## src/source/mmu_config_pkg.sv

```systemverilog
//##########################################################
// MMU configuration
// Page and ASID sizes, TLB geometry and the register map
// of the TLB management slave
//##########################################################
`default_nettype none

package mmu_config_pkg;
    // Translation sizes
    localparam int page_num_bits = 20;
    localparam int asid_width = 8;

    // TLB geometry
    localparam int tlb_entries = 64;
    localparam int tlb_ways = 4;

    // AXI4-Lite management port
    localparam int axi_addr_width = 5;
    localparam int axi_data_width = 32;

    // Register offsets, ppage also carries the flags in bits 24:20
    localparam logic [axi_addr_width-1:0] reg_vpage = 5'h00;
    localparam logic [axi_addr_width-1:0] reg_asid = 5'h04;
    localparam logic [axi_addr_width-1:0] reg_ppage = 5'h08;
    localparam logic [axi_addr_width-1:0] reg_command = 5'h0c;
endpackage

`default_nettype wire

```

## src/source/tlb_types_pkg.sv

```systemverilog
//##########################################################
// TLB data types
// Page index, entry layout, command and response encodings
//##########################################################
`default_nettype none

package tlb_types_pkg;
    import mmu_config_pkg::*;

    typedef logic [page_num_bits-1:0] page_index_t;
    typedef logic [asid_width-1:0] asid_t;

    // Present is the low bit, matching bit 20 of the ppage register
    typedef struct packed {
        logic global_page;
        logic supervisor;
        logic writable;
        logic executable;
        logic present;
    } tlb_flags_t;

    // One storage word per way and set
    typedef struct packed {
        page_index_t vpage;
        asid_t       asid;
        page_index_t ppage;
        tlb_flags_t  flags;
    } tlb_entry_t;

    typedef enum logic [1:0] {
        tlb_cmd_update = 2'd1,
        tlb_cmd_invalidate = 2'd2,
        tlb_cmd_invalidate_all = 2'd3
    } tlb_cmd_e;

    typedef enum logic [1:0] {
        axi_resp_okay = 2'b00,
        axi_resp_slverr = 2'b10
    } axi_resp_e;
endpackage

`default_nettype wire

```

## src/source/tlb_cmd_if.sv

```systemverilog
//##########################################################
// TLB command bus
// Lookups and management commands from the control block
//##########################################################
`default_nettype none

interface tlb_cmd_if
    import tlb_types_pkg::*;
();
    // At most one enable per cycle
    logic        lookup_en;
    logic        update_en;
    logic        invalidate_en;
    logic        invalidate_all_en;
    page_index_t vpage;
    asid_t       asid;

    // Only looked at with update_en
    tlb_entry_t  entry;

    modport ctrl (
        output lookup_en,
        output update_en,
        output invalidate_en,
        output invalidate_all_en,
        output vpage,
        output asid,
        output entry
    );

    modport tlb (
        input lookup_en,
        input update_en,
        input invalidate_en,
        input invalidate_all_en,
        input vpage,
        input asid,
        input entry
    );
endinterface

`default_nettype wire

```

## src/source/tlb_control.sv

```systemverilog
//##########################################################
// TLB management slave
// AXI4-Lite staging registers and command register.
// Lookups pass straight through, a management command
// goes out in the first cycle without a lookup
//##########################################################
`default_nettype none

module tlb_control
    import mmu_config_pkg::*, tlb_types_pkg::*;
(
    input  logic                      clk,
    input  logic                      reset,
    input  logic [axi_addr_width-1:0] awaddr,
    input  logic                      awvalid,
    output logic                      awready,
    input  logic [axi_data_width-1:0] wdata,
    input  logic                      wvalid,
    output logic                      wready,
    output axi_resp_e                 bresp,
    output logic                      bvalid,
    input  logic                      bready,
    input  logic [axi_addr_width-1:0] araddr,
    input  logic                      arvalid,
    output logic                      arready,
    output logic [axi_data_width-1:0] rdata,
    output axi_resp_e                 rresp,
    output logic                      rvalid,
    input  logic                      rready,
    input  logic                      lookup_valid,
    input  page_index_t               lookup_vpage,
    input  asid_t                     lookup_asid,
    tlb_cmd_if.ctrl                   cmd
);
    page_index_t vpage_reg;
    asid_t       asid_reg;
    page_index_t ppage_reg;
    tlb_flags_t  flags_reg;
    tlb_cmd_e    pend_cmd;
    logic        pend_valid;
    logic        write_start;
    logic        write_fire;
    logic        read_fire;
    logic        cmd_write;
    logic        issue;
    axi_resp_e   write_resp;

    assign write_start = awvalid && wvalid && !awready && !bvalid && !pend_valid;
    assign write_fire = awready && awvalid && wvalid;
    assign read_fire = arready && arvalid;
    assign cmd_write = awaddr == reg_command
        && wdata inside {tlb_cmd_update, tlb_cmd_invalidate, tlb_cmd_invalidate_all};
    assign issue = pend_valid && !lookup_valid;

    // Valid commands are answered at issue
    always_comb
    begin
        case (awaddr)
            reg_vpage, reg_asid, reg_ppage: write_resp = axi_resp_okay;
            default: write_resp = axi_resp_slverr;
        endcase
    end

    // Write channel and pending command
    always_ff @(posedge clk, posedge reset)
    begin
        if (reset)
        begin
            awready <= 1'b0;
            wready <= 1'b0;
            bvalid <= 1'b0;
            bresp <= axi_resp_okay;
            pend_valid <= 1'b0;
            pend_cmd <= tlb_cmd_update;
        end
        else
        begin
            awready <= write_start;
            wready <= write_start;
            if (write_fire && cmd_write)
            begin
                // B response held back until the TLB takes the command
                pend_valid <= 1'b1;
                pend_cmd <= tlb_cmd_e'(wdata[$bits(tlb_cmd_e)-1:0]);
            end
            else if (write_fire)
            begin
                bvalid <= 1'b1;
                bresp <= write_resp;
            end
            else if (issue)
            begin
                pend_valid <= 1'b0;
                bvalid <= 1'b1;
                bresp <= axi_resp_okay;
            end
            else if (bvalid && bready)
                bvalid <= 1'b0;
        end
    end

    // Staging registers
    always_ff @(posedge clk, posedge reset)
    begin
        if (reset)
        begin
            vpage_reg <= '0;
            asid_reg <= '0;
            ppage_reg <= '0;
            flags_reg <= '0;
        end
        else if (write_fire)
        begin
            case (awaddr)
                reg_vpage: vpage_reg <= wdata[page_num_bits-1:0];
                reg_asid: asid_reg <= wdata[asid_width-1:0];
                reg_ppage:
                begin
                    ppage_reg <= wdata[page_num_bits-1:0];
                    flags_reg <= wdata[page_num_bits +: $bits(tlb_flags_t)];
                end
                default: ;
            endcase
        end
    end

    // Read channel
    always_ff @(posedge clk, posedge reset)
    begin
        if (reset)
        begin
            arready <= 1'b0;
            rvalid <= 1'b0;
        end
        else
        begin
            arready <= arvalid && !arready && !rvalid;
            if (read_fire)
                rvalid <= 1'b1;
            else if (rvalid && rready)
                rvalid <= 1'b0;
        end
    end

    always_ff @(posedge clk)
    begin
        if (read_fire)
        begin
            rresp <= axi_resp_okay;
            case (araddr)
                reg_vpage: rdata <= axi_data_width'(vpage_reg);
                reg_asid: rdata <= axi_data_width'(asid_reg);
                reg_ppage: rdata <= axi_data_width'({flags_reg, ppage_reg});
                reg_command: rdata <= '0;
                default:
                begin
                    rdata <= '0;
                    rresp <= axi_resp_slverr;
                end
            endcase
        end
    end

    // Lookups always take the bus
    assign cmd.lookup_en = lookup_valid;
    assign cmd.update_en = issue && pend_cmd == tlb_cmd_update;
    assign cmd.invalidate_en = issue && pend_cmd == tlb_cmd_invalidate;
    assign cmd.invalidate_all_en = issue && pend_cmd == tlb_cmd_invalidate_all;
    assign cmd.vpage = lookup_valid ? lookup_vpage : vpage_reg;
    assign cmd.asid = lookup_valid ? lookup_asid : asid_reg;
    assign cmd.entry = '{vpage: vpage_reg, asid: asid_reg, ppage: ppage_reg, flags: flags_reg};
endmodule

`default_nettype wire

```

## src/flat_wrapper.sv

```systemverilog
// flat-port wrapper written by rule: the top's interface ports become plain ports
module tlb_control_flat import mmu_config_pkg::*, tlb_types_pkg::*;
  (clk, reset, awaddr, awvalid, awready, wdata, wvalid, wready, bresp, bvalid, bready, araddr, arvalid, arready, rdata, rresp, rvalid, rready, lookup_valid, lookup_vpage, lookup_asid, cmd_lookup_en, cmd_update_en, cmd_invalidate_en, cmd_invalidate_all_en, cmd_vpage, cmd_asid, cmd_entry);
  tlb_cmd_if cmd_i ();
  input  logic clk;
  input  logic reset;
  input  logic [axi_addr_width-1:0] awaddr;
  input  logic awvalid;
  output logic awready;
  input  logic [axi_data_width-1:0] wdata;
  input  logic wvalid;
  output logic wready;
  output axi_resp_e bresp;
  output logic bvalid;
  input  logic bready;
  input  logic [axi_addr_width-1:0] araddr;
  input  logic arvalid;
  output logic arready;
  output logic [axi_data_width-1:0] rdata;
  output axi_resp_e rresp;
  output logic rvalid;
  input  logic rready;
  input  logic lookup_valid;
  input  page_index_t lookup_vpage;
  input  asid_t lookup_asid;
  output wire logic [$bits(cmd_i.lookup_en)-1:0] cmd_lookup_en;
  output wire logic [$bits(cmd_i.update_en)-1:0] cmd_update_en;
  output wire logic [$bits(cmd_i.invalidate_en)-1:0] cmd_invalidate_en;
  output wire logic [$bits(cmd_i.invalidate_all_en)-1:0] cmd_invalidate_all_en;
  output wire logic [$bits(cmd_i.vpage)-1:0] cmd_vpage;
  output wire logic [$bits(cmd_i.asid)-1:0] cmd_asid;
  output wire logic [$bits(cmd_i.entry)-1:0] cmd_entry;
  assign cmd_lookup_en = cmd_i.lookup_en;
  assign cmd_update_en = cmd_i.update_en;
  assign cmd_invalidate_en = cmd_i.invalidate_en;
  assign cmd_invalidate_all_en = cmd_i.invalidate_all_en;
  assign cmd_vpage = cmd_i.vpage;
  assign cmd_asid = cmd_i.asid;
  assign cmd_entry = cmd_i.entry;
  tlb_control u_core (.clk(clk), .reset(reset), .awaddr(awaddr), .awvalid(awvalid), .awready(awready), .wdata(wdata), .wvalid(wvalid), .wready(wready), .bresp(bresp), .bvalid(bvalid), .bready(bready), .araddr(araddr), .arvalid(arvalid), .arready(arready), .rdata(rdata), .rresp(rresp), .rvalid(rvalid), .rready(rready), .lookup_valid(lookup_valid), .lookup_vpage(lookup_vpage), .lookup_asid(lookup_asid), .cmd(cmd_i));
endmodule
```

## config.mk

```make
export PLATFORM = sky130hd
export DESIGN_NAME = tlb_control_flat
export DESIGN_NICKNAME = d
export VERILOG_FILES = /design/src/source/mmu_config_pkg.sv /design/src/source/tlb_types_pkg.sv /design/src/source/tlb_cmd_if.sv /design/src/source/tlb_control.sv /design/src/flat_wrapper.sv
export SDC_FILE = /design/constraint.sdc
export NUM_CORES = 1
export LEC_CHECK = 0
export ABC_AREA = 1
export CORE_MARGIN = 2
export CORE_UTILIZATION = 57
export CTS_CLUSTER_DIAMETER = 80
export DETAILED_ROUTE_END_ITERATION = 16
export DONT_BUFFER_PORTS = 1
export PLACE_DENSITY_LB_ADDON = 0.1
export RECOVER_POWER = 25
export SETUP_SLACK_MARGIN = 0.15
export SYNTH_ARGS = -nofsm -noshare
export SYNTH_HDL_FRONTEND = slang
export SYNTH_SLANG_ARGS = --single-unit
```

## constraint.sdc

```tcl
create_clock -name clk -period 3.1 [get_ports clk]
set_clock_uncertainty 0.05 [all_clocks]
set_input_delay 0.31 -clock clk [delete_from_list [all_inputs] [get_ports clk]]
set_output_delay 0.31 -clock clk [all_outputs]
set_load 0.03 [all_outputs]
```

==> flow_summary_export.csv, run 1 <==
group,metric,value,unit
timing,setup_viol,0,
place,place_ws,878,ps
timing,maxSlewViolCount,0,
critical_path,critPathLaunchType,"flop",
critical_path,cp_num_buf_inv,2,
critical_path,critPathMaxStageDelay,750,ps
yosys,synth-main-ff-cell,"dfrtp_1",
pwr,powerDensity,543,mW/mm2
route,vias,2966,
clocking,htree_levels,3,
route,wire_per_inst,16.6,um
pwr,leakagePower,1.85,nW
clocking,cts_buffers,9,
yosys,synth_most_common_cell,"nand2_1",
hold_path,whs_path_depth,2,
yosys,avgSynthCellArea,8.95,um2
critical_path,path_depth,6,
cells_and_area,regArea,0.00231,mm2
yosys,ys_async_sr_fraction,70.1,%
cells_and_area,synthToLayoutAreaGrowth,4.67,%
yosys,yosysSeqAreaShare,55.9,%
timing,hold_violations,0,
clocking,cts.path.max_buffers,2,
timing,finalCritPeriodShare,72.1,%
job,drv_cap,0,
yosys,syn_area,0.00413,mm2
clocking,postCtsSetupRepairBufs,0,
place,numPortBuffers,0,
timing,rsz0062_at_grt,"no",
critical_path,critPathRequiredTime,3260,ps
timing,min_period,2240,ps
clocking,clock-sinks,87,
clocking,root_buffer,"clkbuf_8",
critical_path,rr_worst_depth,6,
route,dr.pass1.iters,4,
global_route,grt_use_total,23.5,%
global_route,gr-total-overflow,0,
place,place_inst,545,
critical_path,worstSetupPathType,"flop to flop",
floorplan,die_area,0.00794,mm2
hold_path,hold_path_class,"input port to flop",
pwr,vdd_drop_max,0.000293,V
floorplan,num_rows,31,
yosys,synth_commonest_cells,"101 x nand2_1, 80 x inv_1, 60 x dfrtp_1",
timing,setup-tns-final,0,ps
cells_and_area,nNetsFinal,536,
yosys,syn_inst,461,
critical_path,cp-end-kind,"flop",
place,gp_congestion,0.817,
cells_and_area,final_cells,562,
timing,whs,20.3,ps
route,postRouteAntennaNets,0,
route,drc,0,
route,drtIter0Drc,167,
critical_path,reg2reg_slack,860,ps
critical_path,worstPathArrival,2400,ps
floorplan,die_w,89.1,um
floorplan,ios,204,
global_route,antenna_found_initial,0,
timing,timing.fmax,0.447,GHz
yosys,synth_area_leaders,"dfrtp_1 36%, edfxtp_1 19%, nand2_1 9.2%, inv_1 7.3%, o21ai_1 5.1%",
pwr,p_total,2.35,mW
yosys,ys_types,30,
yosys,yosys_warnings,0,
global_route,grt_max_degree,51,
yosys,ys_ff_latch,87,
critical_path,crit_slowest_cell,"nand3_2",
clocking,cts.repair.resized,0,
yosys,synth_top_area_share,36.4,%
timing,maxSlewHeadroom,15.8,%
floorplan,start_util,57.8,%
clocking,cts_tree,"built",
critical_path,crit_chain,"buf_4 > nand3_1 > inv_2 > nand3_2 > nor2_2 > a21oi_2",
global_route,grt_pass1_vias,2696,
global_route,grt_pass1_wl,13900,um
clocking,clk_latency,350,ps
critical_path,crit_path_max_fanout,50,
route,wl,9320,um
yosys,synth_edf_count,26,
cells_and_area,largest_register_ffs,25,
yosys,synth_area_leader_cell,"dfrtp_1",
critical_path,cp_top_family,"simple AND/OR/NAND/NOR gates",
cells_and_area,layout-drive-gt1-share,12.1,%
cells_and_area,multi_input_area,0.00136,mm2
timing,worstMarginPinSlew,1260,ps
cells_and_area,antennaDiodeCount,0,
status,status,"complete, no violations",
place,dpl.hpwl,6760,um
timing,setup_ws,864,ps
floorplan,coreArea,0.00714,mm2
route,viasPerCell,5.28,
floorplan,fp.dieH,89.1,um
cells_and_area,fillers,647,
clocking,clk_pin_slew,90,ps
[layout by cell type (no fill, tap or decap), types with 2 or more instances in the layout]
| cell | netlist | layout |
|---|---|---|
| nor2_1 | 27 | 27 |
| clkinv_2 | 0 | 2 |
| dfrtp_1 | 60 | 60 |
| nand2_1 | 101 | 101 |
| clkbuf_1 | 3 | 4 |
| nand2_2 | 4 | 4 |
| mux2_2 | 8 | 8 |
| o21ai_0 | 24 | 24 |
| nand3_1 | 5 | 5 |
| inv_1 | 80 | 80 |
| o22ai_1 | 12 | 12 |
| a21oi_2 | 2 | 2 |
| nand3_2 | 2 | 2 |
| o21ai_2 | 8 | 8 |
| clkbuf_8 | 0 | 9 |
| buf_4 | 12 | 5 |
| a21oi_1 | 2 | 2 |
| nor3_2 | 3 | 3 |
| o221ai_1 | 8 | 8 |
| conb_1 | 1 | 9 |
| o21ai_1 | 42 | 42 |
| edfxtp_1 | 26 | 26 |
| nor3_1 | 4 | 4 |
| inv_2 | 2 | 2 |
| nand4_1 | 2 | 2 |
| nor2_2 | 5 | 5 |
| clkinv_4 | 0 | 2 |
[cells by family after synthesis]
family                 Yosys count  share of synthesized area [%]
muxes                            8                           2.18
buffers and inverters          112                           11.9
DFF                             87                           55.9
AOI/OAI and AO/OA               98                           13.9
other                            1                         0.0908
and+or+nand+nor                155                           16.0
[worst paths after layout]
kind,to,from
hold reg to reg,u_core.pend_cmd[0]$_DFFE_PP1P_,u_core.pend_cmd[0]$_DFFE_PP1P_
max in group asynchronous,u_core.asid_reg[7]$_DFFE_PP0P_,reset
setup / recovery,u_core.cmd.entry[4]$_DFFE_PP0P_,u_core.awready$_DFF_PP0_
setup reg to reg,u_core.cmd.entry[4]$_DFFE_PP0P_,u_core.awready$_DFF_PP0_
min in group asynchronous,u_core.vpage_reg[15]$_DFFE_PP0P_,reset
hold / removal,u_core.arready$_DFF_PP0_,arvalid
[report_power, final]
group	total, mW	internal (mW)	switching (mW)
logic	0.239	0.0595	0.180
clock network	0.684	0.292	0.392
registers	1.42	1.24	0.177
[through the flow]
step | instance area (um2) | utilization, %
3_3_place_gp | 4150 | 58.2
4_1_cts | 4330 | 60.6
3_5_place_dp | 4150 | 58.2
6_report | 4320 | 60.5
2_1_floorplan | 4160 | -
5_1_grt | 4320 | 60.5
[routing by layer]
layer / up-vias / track usage, % / wire, um
met2: 126 / 35.9 / 4490
met1: 1359 / 31.6 / 3920
met5: - / 0 / 0
met3: 20 / 6.19 / 675
met4: 0 / 11.3 / 235
li1: 1461 / - / -
[layout make-up]
type	count	area share, %
inverter	82	7.12
sequential	87	53.4
clock buffer	11	3.04
clock inverter	5	0.811
timing repair buffer	8	1.27
multi-input combinational	270	31.5
tap	99	2.87
[repair_timing]
action	in CTS	in global routing
hold buffers	1	0
hold endpoints to repair	17	0
endpoints found under the setup margin	0	0
No activity file was read; power rests on OpenSTA's default activity.
==> run 2, diff against run 1 <==
- clock period: 3.1 -> 2 ns (I/O delays scaled with it)
==> flow_summary_export.csv, run 2 (synthesized netlist as in run 1, its figures left out) <==
group,metric,value,unit
place,dpl.hpwl,6900,um
route,dr.pass1.iters,5,
critical_path,critPathMaxStageDelay,340,ps
critical_path,critPathLaunchType,"flop",
cells_and_area,largest_register_ffs,25,
critical_path,critPathRequiredTime,1750,ps
floorplan,ios,204,
critical_path,r2r_end,"u_core.rdata[16]$_DFFE_PP_",
global_route,grt_max_degree,62,
global_route,grt_pass1_vias,3002,
clocking,root_buffer,"clkbuf_8",
timing,setup_viol,0,
cells_and_area,synthToLayoutAreaGrowth,16.1,%
floorplan,start_util,57.8,%
global_route,grt_pass1_wl,15000,um
cells_and_area,multi_input_area,0.00136,mm2
hold_path,whs_path_depth,2,
hold_path,hold_path_class,"input port to flop",
timing,whs,7.83,ps
critical_path,crit_chain,"inv_1 > or2_2 > nor3_1 > buf_4",
clocking,cts.repair.resized,0,
cells_and_area,layout-drive-gt1-share,15.8,%
critical_path,cp-end-kind,"output port",
critical_path,crit_slowest_cell,"dfrtp_1",
critical_path,reg2reg_from,"u_core.arready$_DFF_PP0_",
critical_path,worstPathArrival,1430,ps
clocking,cts_tree,"built",
clocking,cts.path.max_buffers,2,
job,drv_cap,0,
pwr,vdd_drop_max,0.000441,V
cells_and_area,antennaDiodeCount,0,
timing,min_period,1680,ps
clocking,clock-sinks,87,
route,wl,10000,um
global_route,antenna_found_initial,0,
route,postRouteAntennaNets,0,
critical_path,reg2reg_slack,580,ps
timing,timing.fmax,0.595,GHz
clocking,clk_latency,350,ps
pwr,powerDensity,785,mW/mm2
critical_path,rr_worst_depth,3,
floorplan,num_rows,31,
global_route,gr-total-overflow,0,
place,gp_congestion,0.793,
timing,setup-tns-final,0,ps
clocking,clk_pin_slew,80,ps
floorplan,die_area,0.00794,mm2
clocking,htree_levels,3,
critical_path,critPathCapture,"cmd_update_en",
floorplan,die_w,89.1,um
place,numPortBuffers,0,
critical_path,crit_path_max_fanout,5,
route,drtIter0Drc,106,
route,viasPerCell,5.22,
floorplan,coreArea,0.00714,mm2
clocking,cts_buffers,9,
cells_and_area,nNetsFinal,586,
timing,finalCritPeriodShare,84.0,%
clocking,postCtsSetupRepairBufs,0,
timing,rsz0062_at_grt,"no",
cells_and_area,regArea,0.00231,mm2
timing,maxSlewHeadroom,42.2,%
critical_path,worstSetupPathType,"flop to output port",
route,drc,0,
status,status,"complete, no violations",
route,vias,3196,
cells_and_area,final_cell_mix,"101 x nand2_1, 79 x inv_1, 60 x dfrtp_1",
pwr,leakagePower,2.09,nW
timing,worstMarginPinSlew,868,ps
timing,hold_violations,0,
route,wire_per_inst,16.3,um
cells_and_area,fillers,618,
timing,maxSlewViolCount,0,
critical_path,critPathLaunch,"u_core.pend_valid$_DFFE_PP0P_",
cells_and_area,layout_commonest_cell,"nand2_1",
global_route,grt_use_total,25.3,%
floorplan,fp.dieH,89.1,um
-- run 2: cell types whose count changed in the layout (fill, tap and decap cells not counted), sizes merged --
cell	change
dlygate4sd3	+26
clkbuf	+1
buf	+25
inv	-1
clkinv	-1
-- run 2: final cells by class --
cell class | instances | share of cell area (%)
sequential | 87 | 48.2
clock buffer | 13 | 3.34
timing repair buffer | 58 | 10.8
multi-input combinational | 270 | 28.4
clock inverter | 3 | 0.366
inverter | 82 | 6.42
tap | 99 | 2.58
-- run 2: through the flow --
step	setup slack [ps]	instances	utilization, %	cell area, um2	power [mW]
after floorplan	239	469	-	4160	2.56
after global placement	594	569	61.0	4360	2.62
after detailed placement	593	569	61.0	4360	2.64
after CTS	293	612	67.3	4800	3.79
after global routing	217	612	67.1	4790	3.92
final	319	612	67.1	4790	3.76
-- run 2: worst min path at each step --
stage,to,slack [ps],from
floorplan,u_core.rvalid$_DFFE_PP0P_,260,rready
global placement,u_core.vpage_reg[15]$_DFFE_PP0P_,130,reset
detailed placement,u_core.vpage_reg[14]$_DFFE_PP0P_,130,reset
CTS,u_core.asid_reg[3]$_DFFE_PP0P_,3,wdata[3]
global route,u_core.asid_reg[1]$_DFFE_PP0P_,9,wdata[1]
finish,u_core.pend_cmd[0]$_DFFE_PP1P_,8,wdata[0]
-- run 2: layer usage --
layer,vias up,wire (um),global-route usage (%)
met1,1475,3980,32.1
met2,151,5070,41.6
met3,10,819,5.72
met5,-,0,0
li1,1560,-,-
met4,0,139,11.1
-- run 2: critical path, delay by kind of cell, from the launching register on --
kind | cells | cell delay, ps
flip-flops | 1 | 340
AND/OR/NAND/NOR | 2 | 490
buffers and inverters | 2 | 260
-- run 2: report_power, final --
| part | total, mW | switching [mW] | internal, mW |
|---|---|---|---|
| Combinational | 0.431 | 0.279 | 0.152 |
| Sequential | 2.20 | 0.275 | 1.93 |
| Clock | 1.13 | 0.602 | 0.525 |
-- run 2: what timing repair did --
item | in CTS | in global routing
endpoints found under the setup margin | 0 | 0
endpoints found under the hold margin | 103 | 0
hold buffers | 27 | 0
